--- src/source/group_pkg.sv ---
package group_pkg;

  // Group geometry
  localparam int unsigned num_tiles       = 4;
  localparam int unsigned bank_words      = 16;

  // Word and byte-enable widths
  localparam int unsigned data_width      = 32;
  localparam int unsigned be_width        = data_width / 8;

  // Address split: bank select in the low bits, word offset above
  localparam int unsigned tile_idx_width  = 2;
  localparam int unsigned bank_addr_width = 4;
  localparam int unsigned tcdm_addr_width = tile_idx_width + bank_addr_width;

  // Bank select, or initiator index on the way back
  typedef logic [tile_idx_width-1:0] tile_idx_t;

  // Word address inside one bank
  typedef logic [bank_addr_width-1:0] bank_addr_t;

  // Group word address, low tile_idx_width bits pick the bank
  typedef logic [tcdm_addr_width-1:0] tcdm_addr_t;

  typedef logic [data_width-1:0] data_t;
  typedef logic [be_width-1:0] strb_t;

  // Request opcode
  typedef enum logic {
    op_read  = 1'b0,
    op_write = 1'b1
  } tcdm_op_e;

endpackage

--- src/source/tcdm_req_if.sv ---
interface tcdm_req_if;

  // Single-cycle strobe, fields only meaningful while high
  logic                    valid;
  group_pkg::tcdm_op_e     op;
  // Port that issued the request
  group_pkg::tile_idx_t    ini_addr;
  group_pkg::bank_addr_t   bank_addr;
  group_pkg::data_t        wdata;
  group_pkg::strb_t        be;

  modport initiator (
    output valid,
    output op,
    output ini_addr,
    output bank_addr,
    output wdata,
    output be
  );

  modport target (
    input valid,
    input op,
    input ini_addr,
    input bank_addr,
    input wdata,
    input be
  );

endinterface

--- src/source/group_arbiter.sv ---
module group_arbiter (
  input  logic                                             clk_i,
  input  logic                                             reset_i,
  input  logic                 [group_pkg::num_tiles-1:0]  req_valid_i,
  input  group_pkg::tcdm_addr_t [group_pkg::num_tiles-1:0] req_addr_i,
  output logic                 [group_pkg::num_tiles-1:0]  req_ready_o,
  output logic                 [group_pkg::num_tiles-1:0]  bank_gnt_o,
  output group_pkg::tile_idx_t [group_pkg::num_tiles-1:0]  bank_winner_o
);

  for (genvar b = 0; b < group_pkg::num_tiles; b++) begin : gen_bank_arb
    logic [group_pkg::num_tiles-1:0] bank_req;
    group_pkg::tile_idx_t            rr_ptr_q;
    group_pkg::tile_idx_t            winner;
    logic                            found;

    // Ports whose address selects this bank
    for (genvar p = 0; p < group_pkg::num_tiles; p++) begin : gen_req
      assign bank_req[p] = req_valid_i[p] &&
          (req_addr_i[p][group_pkg::tile_idx_width-1:0] == group_pkg::tile_idx_t'(b));
    end

    // First requester upward from the pointer, with wraparound
    always_comb begin
      group_pkg::tile_idx_t cand;
      found  = 1'b0;
      winner = rr_ptr_q;
      for (int unsigned off = 0; off < group_pkg::num_tiles; off++) begin
        cand = group_pkg::tile_idx_t'((rr_ptr_q + off) % group_pkg::num_tiles);
        if (!found && bank_req[cand]) begin
          found  = 1'b1;
          winner = cand;
        end
      end
    end

    // Pointer moves past the winner, holds while the bank is idle
    always_ff @(posedge clk_i) begin
      if (reset_i) begin
        rr_ptr_q <= '0;
      end else if (found) begin
        rr_ptr_q <= group_pkg::tile_idx_t'((winner + 1) % group_pkg::num_tiles);
      end
    end

    assign bank_gnt_o[b]    = found;
    assign bank_winner_o[b] = winner;
  end

  // Ready is the grant seen from the port side
  always_comb begin
    req_ready_o = '0;
    for (int unsigned b = 0; b < group_pkg::num_tiles; b++) begin
      if (bank_gnt_o[b]) begin
        req_ready_o[bank_winner_o[b]] = 1'b1;
      end
    end
  end

endmodule

--- src/source/group_top.sv ---
module group_top (
  input  logic                                              clk_i,
  input  logic                                              reset_i,
  // Request side, one entry per port
  input  logic                  [group_pkg::num_tiles-1:0]  req_valid_i,
  output logic                  [group_pkg::num_tiles-1:0]  req_ready_o,
  input  group_pkg::tcdm_op_e   [group_pkg::num_tiles-1:0]  req_op_i,
  input  group_pkg::tcdm_addr_t [group_pkg::num_tiles-1:0]  req_addr_i,
  input  group_pkg::data_t      [group_pkg::num_tiles-1:0]  req_wdata_i,
  input  group_pkg::strb_t      [group_pkg::num_tiles-1:0]  req_be_i,
  // Read responses, one cycle after acceptance
  output logic                  [group_pkg::num_tiles-1:0]  resp_valid_o,
  output group_pkg::data_t      [group_pkg::num_tiles-1:0]  resp_rdata_o
);

  logic                 [group_pkg::num_tiles-1:0] bank_gnt;
  group_pkg::tile_idx_t [group_pkg::num_tiles-1:0] bank_winner;
  logic                 [group_pkg::num_tiles-1:0] bank_resp_valid;
  group_pkg::tile_idx_t [group_pkg::num_tiles-1:0] bank_resp_ini_addr;
  group_pkg::data_t     [group_pkg::num_tiles-1:0] bank_resp_rdata;

  tcdm_req_if bank_req [group_pkg::num_tiles] ();

  group_arbiter i_arbiter (
    .clk_i        (clk_i      ),
    .reset_i      (reset_i    ),
    .req_valid_i  (req_valid_i),
    .req_addr_i   (req_addr_i ),
    .req_ready_o  (req_ready_o),
    .bank_gnt_o   (bank_gnt   ),
    .bank_winner_o(bank_winner)
  );

  tcdm_req_mux i_req_mux (
    .req_op_i     (req_op_i   ),
    .req_addr_i   (req_addr_i ),
    .req_wdata_i  (req_wdata_i),
    .req_be_i     (req_be_i   ),
    .bank_gnt_i   (bank_gnt   ),
    .bank_winner_i(bank_winner),
    .bank_req     (bank_req   )
  );

  // One bank per tile
  for (genvar b = 0; b < group_pkg::num_tiles; b++) begin : gen_banks
    tcdm_bank i_bank (
      .clk_i          (clk_i                ),
      .reset_i        (reset_i              ),
      .req            (bank_req[b]          ),
      .resp_valid_o   (bank_resp_valid[b]   ),
      .resp_ini_addr_o(bank_resp_ini_addr[b]),
      .resp_rdata_o   (bank_resp_rdata[b]   )
    );
  end

  tcdm_resp_demux i_resp_demux (
    .bank_resp_valid_i   (bank_resp_valid   ),
    .bank_resp_ini_addr_i(bank_resp_ini_addr),
    .bank_resp_rdata_i   (bank_resp_rdata   ),
    .resp_valid_o        (resp_valid_o      ),
    .resp_rdata_o        (resp_rdata_o      )
  );

endmodule

--- src/source/tcdm_bank.sv ---
module tcdm_bank (
  input  logic                 clk_i,
  input  logic                 reset_i,
  tcdm_req_if.target           req,
  output logic                 resp_valid_o,
  output group_pkg::tile_idx_t resp_ini_addr_o,
  output group_pkg::data_t     resp_rdata_o
);

  group_pkg::data_t     mem_q [group_pkg::bank_words];
  group_pkg::data_t     rdata_q;
  group_pkg::tile_idx_t ini_addr_q;
  logic                 resp_valid_q;
  logic                 rd_en;
  logic                 wr_en;

  assign rd_en = req.valid && (req.op == group_pkg::op_read);
  assign wr_en = req.valid && (req.op == group_pkg::op_write);

  // Only enabled bytes are updated
  always_ff @(posedge clk_i) begin
    if (wr_en) begin
      for (int unsigned i = 0; i < group_pkg::be_width; i++) begin
        if (req.be[i]) begin
          mem_q[req.bank_addr][8*i +: 8] <= req.wdata[8*i +: 8];
        end
      end
    end
  end

  // Read data and tag captured together
  always_ff @(posedge clk_i) begin
    if (rd_en) begin
      rdata_q    <= mem_q[req.bank_addr];
      ini_addr_q <= req.ini_addr;
    end
  end

  // One-cycle response strobe, writes give none
  always_ff @(posedge clk_i) begin
    if (reset_i) begin
      resp_valid_q <= 1'b0;
    end else begin
      resp_valid_q <= rd_en;
    end
  end

  assign resp_valid_o    = resp_valid_q;
  assign resp_ini_addr_o = ini_addr_q;
  assign resp_rdata_o    = rdata_q;

endmodule

--- src/source/tcdm_req_mux.sv ---
module tcdm_req_mux (
  input  group_pkg::tcdm_op_e   [group_pkg::num_tiles-1:0] req_op_i,
  input  group_pkg::tcdm_addr_t [group_pkg::num_tiles-1:0] req_addr_i,
  input  group_pkg::data_t      [group_pkg::num_tiles-1:0] req_wdata_i,
  input  group_pkg::strb_t      [group_pkg::num_tiles-1:0] req_be_i,
  input  logic                  [group_pkg::num_tiles-1:0] bank_gnt_i,
  input  group_pkg::tile_idx_t  [group_pkg::num_tiles-1:0] bank_winner_i,
  tcdm_req_if.initiator                                    bank_req [group_pkg::num_tiles]
);

  for (genvar b = 0; b < group_pkg::num_tiles; b++) begin : gen_bank_mux
    group_pkg::tile_idx_t  sel;
    group_pkg::tcdm_addr_t sel_addr;

    assign sel      = bank_winner_i[b];
    assign sel_addr = req_addr_i[sel];

    assign bank_req[b].valid    = bank_gnt_i[b];
    assign bank_req[b].op       = req_op_i[sel];
    // Tag with the initiator so the response finds its way back
    assign bank_req[b].ini_addr = sel;
    // Bank select bits are dropped, only the word offset goes on
    assign bank_req[b].bank_addr =
        sel_addr[group_pkg::tcdm_addr_width-1:group_pkg::tile_idx_width];
    assign bank_req[b].wdata    = req_wdata_i[sel];
    assign bank_req[b].be       = req_be_i[sel];
  end

endmodule

--- src/source/tcdm_resp_demux.sv ---
module tcdm_resp_demux (
  input  logic                 [group_pkg::num_tiles-1:0] bank_resp_valid_i,
  input  group_pkg::tile_idx_t [group_pkg::num_tiles-1:0] bank_resp_ini_addr_i,
  input  group_pkg::data_t     [group_pkg::num_tiles-1:0] bank_resp_rdata_i,
  output logic                 [group_pkg::num_tiles-1:0] resp_valid_o,
  output group_pkg::data_t     [group_pkg::num_tiles-1:0] resp_rdata_o
);

  // At most one bank answers a given port per cycle
  always_comb begin
    resp_valid_o = '0;
    resp_rdata_o = '0;
    for (int unsigned p = 0; p < group_pkg::num_tiles; p++) begin
      for (int unsigned b = 0; b < group_pkg::num_tiles; b++) begin
        if (bank_resp_valid_i[b] &&
            (bank_resp_ini_addr_i[b] == group_pkg::tile_idx_t'(p))) begin
          resp_valid_o[p] = 1'b1;
          resp_rdata_o[p] = bank_resp_rdata_i[b];
        end
      end
    end
  end

endmodule

--- config.mk ---
export PLATFORM = sky130hd
export DESIGN_NAME = group_top
export DESIGN_NICKNAME = d
export VERILOG_FILES = /design/src/source/group_pkg.sv /design/src/source/tcdm_req_if.sv /design/src/source/group_arbiter.sv /design/src/source/group_top.sv /design/src/source/tcdm_bank.sv /design/src/source/tcdm_req_mux.sv /design/src/source/tcdm_resp_demux.sv
export SDC_FILE = /design/constraint.sdc
export NUM_CORES = 2
export LEC_CHECK = 0
export BUFFER_PORTS_ARGS = -buffer_cell sky130_fd_sc_hd__buf_2
export CORE_MARGIN = 2
export CORE_UTILIZATION = 30
export DETAILED_ROUTE_END_ITERATION = 8
export HOLD_SLACK_MARGIN = 0.03
export PLACE_DENSITY_LB_ADDON = 0.25
export SLEW_MARGIN = 20
export SYNTH_ARGS = -nofsm -noshare
export SYNTH_HDL_FRONTEND = slang
export SYNTH_SLANG_ARGS = --single-unit
--- constraint.sdc ---
create_clock -name clk_i -period 3.6 [get_ports clk_i]
set_input_delay 0.36 -clock clk_i [delete_from_list [all_inputs] [get_ports clk_i]]
set_output_delay 0.36 -clock clk_i [all_outputs]
set_load 0.01 [all_outputs]
==> metrics.yaml <==
via_count_of_the_first_global_routing_pass: 66890
ys_ff_latch: 2196
syn-instance-count: 7339
layout-drive-gt1-share_pct: 23.85
gp_congestion: 0.8916
final_antenna_violating_net_count: 0
grt_antenna_before_repair: 83
crit_path_top_delay_cell: "sky130_fd_sc_hd__and3b_4"
detailedRoute.firstIterationViolations: 7172
crit_start: "gen_banks[2].i_bank.resp_ini_addr_o[0]"
cts.clk_slew.worst_paths_ns: 0.06
asyncSetResetFlopFracSynth_pct: 0
crit-reg2reg-capture: "gen_banks[1].i_bank.mem_q[4][27]"
layout_setup_ws_ns: -0.01266
worst-path-buf-inv: 2
path_class: "register to output port"
synthFlopType: "sky130_fd_sc_hd__edfxtp_1"
grt_first_pass_wirelength_mm: 502.9
vdd.ir_drop.worst_uv: 437.6
die-area_um2: 324200
floorplan.initialDensity_pct: 30.15
layout_commonest_cell: "sky130_fd_sc_hd__edfxtp_1"
layout_worst_path_cycle_share_pct: 100.4
die-width_um: 569.4
worst_path_dominant_cell_family: "simple AND/OR/NAND/NOR gates"
syn-mean-instance-area_um2: 13.07
timing_max_transition_violations_final: 0
cp_cell_sequence: "and3b_4 > buf_6 > a21oi_1 > o21ai_0 > buf_2"
slowest_delay_ns: 0.80
h-tree-depth: 4
drtPass1Iterations: 7
syn2layout_area_growth_pct: 24.61
finalWorstPathRequiredPeriod_ns: 3.613
accumulated_negative_setup_slack_ns: -0.01266
detail_route.vias_per_cell: 5.386
placeableCoreArea_um2: 318100
end_kind: "output port"
io_buffers: 313
placementRows: 207
synth_top_cells_by_area: "sky130_fd_sc_hd__edfxtp_1, sky130_fd_sc_hd__a311oi_1, sky130_fd_sc_hd__nand2_1"
critical_path_arrival_ns: 3.25
critical_path_required_ns: 3.24
chipHeight_um: 569.4
maxClockFrequency_mhz: 276.8
commonest_non_fill_non_tap_cells_in_the_layout: "sky130_fd_sc_hd__edfxtp_1, sky130_fd_sc_hd__nand2_1, sky130_fd_sc_hd__buf_4, sky130_fd_sc_hd__nor2_1, sky130_fd_sc_hd__a211oi_1"
vias: 68780
cts_max_path_buffers: 4
place.detailed.hpwl_mm: 260.8
numClockSinks: 2196
worst_skew_ns: 0.1059
library_cells_used_by_synthesis: 57
worst_setup_path_start_kind: "register"
finalHoldViolations: 0
synth_warnings: 0
count_of_cells_along_the_worst_register_to_register_path: 12
cts_tree: "yes"
post-route-drc-count: 0
post_synthesis_cell_area_um2: 95900
sequential_to_total_area_share_from_yosys_stat_pct: 68.63
slew-limit-headroom_pct: 24.64
run_status: "complete, but fails checks"
syn-num-nets: 7529
worstReg2RegStart: "i_arbiter.gen_bank_arb[1].rr_ptr_q[1]"
globalRoute.totalOverflow: 0
layout.core_utilization_pct: 37.57
number_of_flops_mapped_to_enable_cells_by_yosys: 2184
cts_root_buffer: "sky130_fd_sc_hd__clkbuf_16"
total_power_mw: 76.62
timing_worst_slew_pin_value_ns: 1.130
clock_insertion_delay_worst_skew_ns: 0.94
p_per_area_nw_per_um2: 641.1
r2r_setup_slack_ns: 0.10
grt_max_degree: 77
detail_route.wl_per_cell_um: 28.38
synth.top_cell.area_share_pct: 68.38
pin_count: 314
violations_in_the_final_reports: "setup timing"
final-setup-viol-count: 1
holdCritPathClass: "input port to register"
detail_route.wirelength_mm: 362.5
final_net_count: 8529
crit_path_max_fanout: 36
maxCapViolCount: 0
synth_top_cell_by_area: "sky130_fd_sc_hd__edfxtp_1"
rsz_0062_raised_after_global_routing: "yes"
static-leakage-power_nw: 41.92
worst_setup_path_endpoint: "resp_rdata_o[89]"
global_route.usage.total_pct: 21.57
cts_made_buffers: 232
timing.critical_path.depth: 5
[cells in the mapped netlist (133+ instances only)]
library cell / count
sky130_fd_sc_hd__a311oi_1: 515
sky130_fd_sc_hd__nor2_1: 545
sky130_fd_sc_hd__a211oi_1: 517
sky130_fd_sc_hd__clkbuf_1: 426
sky130_fd_sc_hd__a21oi_1: 261
sky130_fd_sc_hd__edfxtp_1: 2184
sky130_fd_sc_hd__nand2_1: 1184
sky130_fd_sc_hd__and3_1: 518
sky130_fd_sc_hd__mux2i_1: 190
sky130_fd_sc_hd__o21ai_0: 133
sky130_fd_sc_hd__buf_2: 134
sky130_fd_sc_hd__mux2_2: 152
[kinds of logic (layout without fill, tap and decap cells)]
logic type | after synthesis | after routing | synth area share, %
AOI/OAI and AO/OA | 1611 | 1611 | 12.34
DFF | 2196 | 2196 | 68.63
xor gates and xnor gates | 1 | 1 | 0.009134
adders and majority gates | 12 | 12 | 0.1566
and+or+nand+nor | 2532 | 2534 | 12.25
muxes | 344 | 344 | 3.796
other | 0 | 60 | 0
buffers and inverters | 643 | 1832 | 2.818
[worst min path at each step]
stage	startpoint	to	slack, ns	cells after the start
floorplan	reset_i	gen_banks[0].i_bank.resp_valid_o	0.43	1
global placement	i_arbiter.gen_bank_arb[2].rr_ptr_q[0]	i_arbiter.gen_bank_arb[2].rr_ptr_q[0]	0.63	3
detailed placement	i_arbiter.gen_bank_arb[3].rr_ptr_q[0]	i_arbiter.gen_bank_arb[3].rr_ptr_q[0]	0.64	3
CTS	req_wdata_i[119]	gen_banks[0].i_bank.mem_q[9][23]	0.07	4
global route	req_wdata_i[119]	gen_banks[0].i_bank.mem_q[9][23]	0.11	4
finish	req_wdata_i[119]	gen_banks[0].i_bank.mem_q[11][23]	0.14	4
[area by class of cell]
cell class | count | area [um^2]
clock inverters | 148 | 1876
multi-input cells | 4502 | 28090
flip-flops and latches | 2196 | 65830
repair buffers | 1395 | 12280
clock buffers | 277 | 5996
diodes | 60 | 150.1
fillers | 30180 | 198500
well taps | 4180 | 5230
inverters | 12 | 47.55
[worst register-to-register path, delay by kind of cell (launching register included)]
family                 cells  cell delay (ns)
AO/OA/AOI/OAI              2             0.65
flip-flops                 1             0.35
buffers and inverters      6             1.15
AND/OR/NAND/NOR            4             1.04
[routing by layer]
layer,up-vias,global-route usage (%),part of all wire [%]
met2,2639,36.69,49
met3,627,2.965,6.1
met1,34800,26.85,40
met5,-,0,0.017
li1,30710,-,-
met4,10,10.67,4.8
[flip-flops by register name, indices dropped and copies added, names as in the netlist]
register	cells
gen_banks.i_bank.resp_rdata_o	128
gen_banks.i_bank.resp_valid_o	4
gen_banks.i_bank.mem_q	2048
gen_banks.i_bank.resp_ini_addr_o	8
i_arbiter.gen_bank_arb.rr_ptr_q	8
[through the flow]
| step | hold WS (ns) | setup slack [ns] | instance area [um^2] | instances |
|---|---|---|---|---|
| floorplan | 0.4316 | 0.3459 | 95900 | 7339 |
| global placement | 0.6332 | -0.5313 | 110900 | 12250 |
| detailed placement | 0.6414 | -0.5472 | 110900 | 12260 |
| CTS | 0.06673 | -0.2607 | 119100 | 12710 |
| global route | 0.1136 | -0.05001 | 119500 | 12750 |
| finish | 0.1401 | -0.01266 | 119500 | 12770 |
[power by group]
group / switching, mW / leakage [nW] / internal, mW / total (mW)
clock network: 10.3 / 3.77 / 14.6 / 24.9
logic: 12.9 / 18.4 / 7.15 / 20.1
registers: 0.929 / 19.7 / 30.7 / 31.6
total: 24.2 / 41.9 / 52.5 / 76.6
[timing repair]
action,4_1_cts,5_1_grt
setup buffers,21,4
pin swaps,6,7
hold buffers,1,0
endpoints found under the hold margin,6,0
gates resized for setup,28,50
setup endpoints to repair,91,229
gates cloned,4,1
No activity file was read; power rests on OpenSTA's default activity.
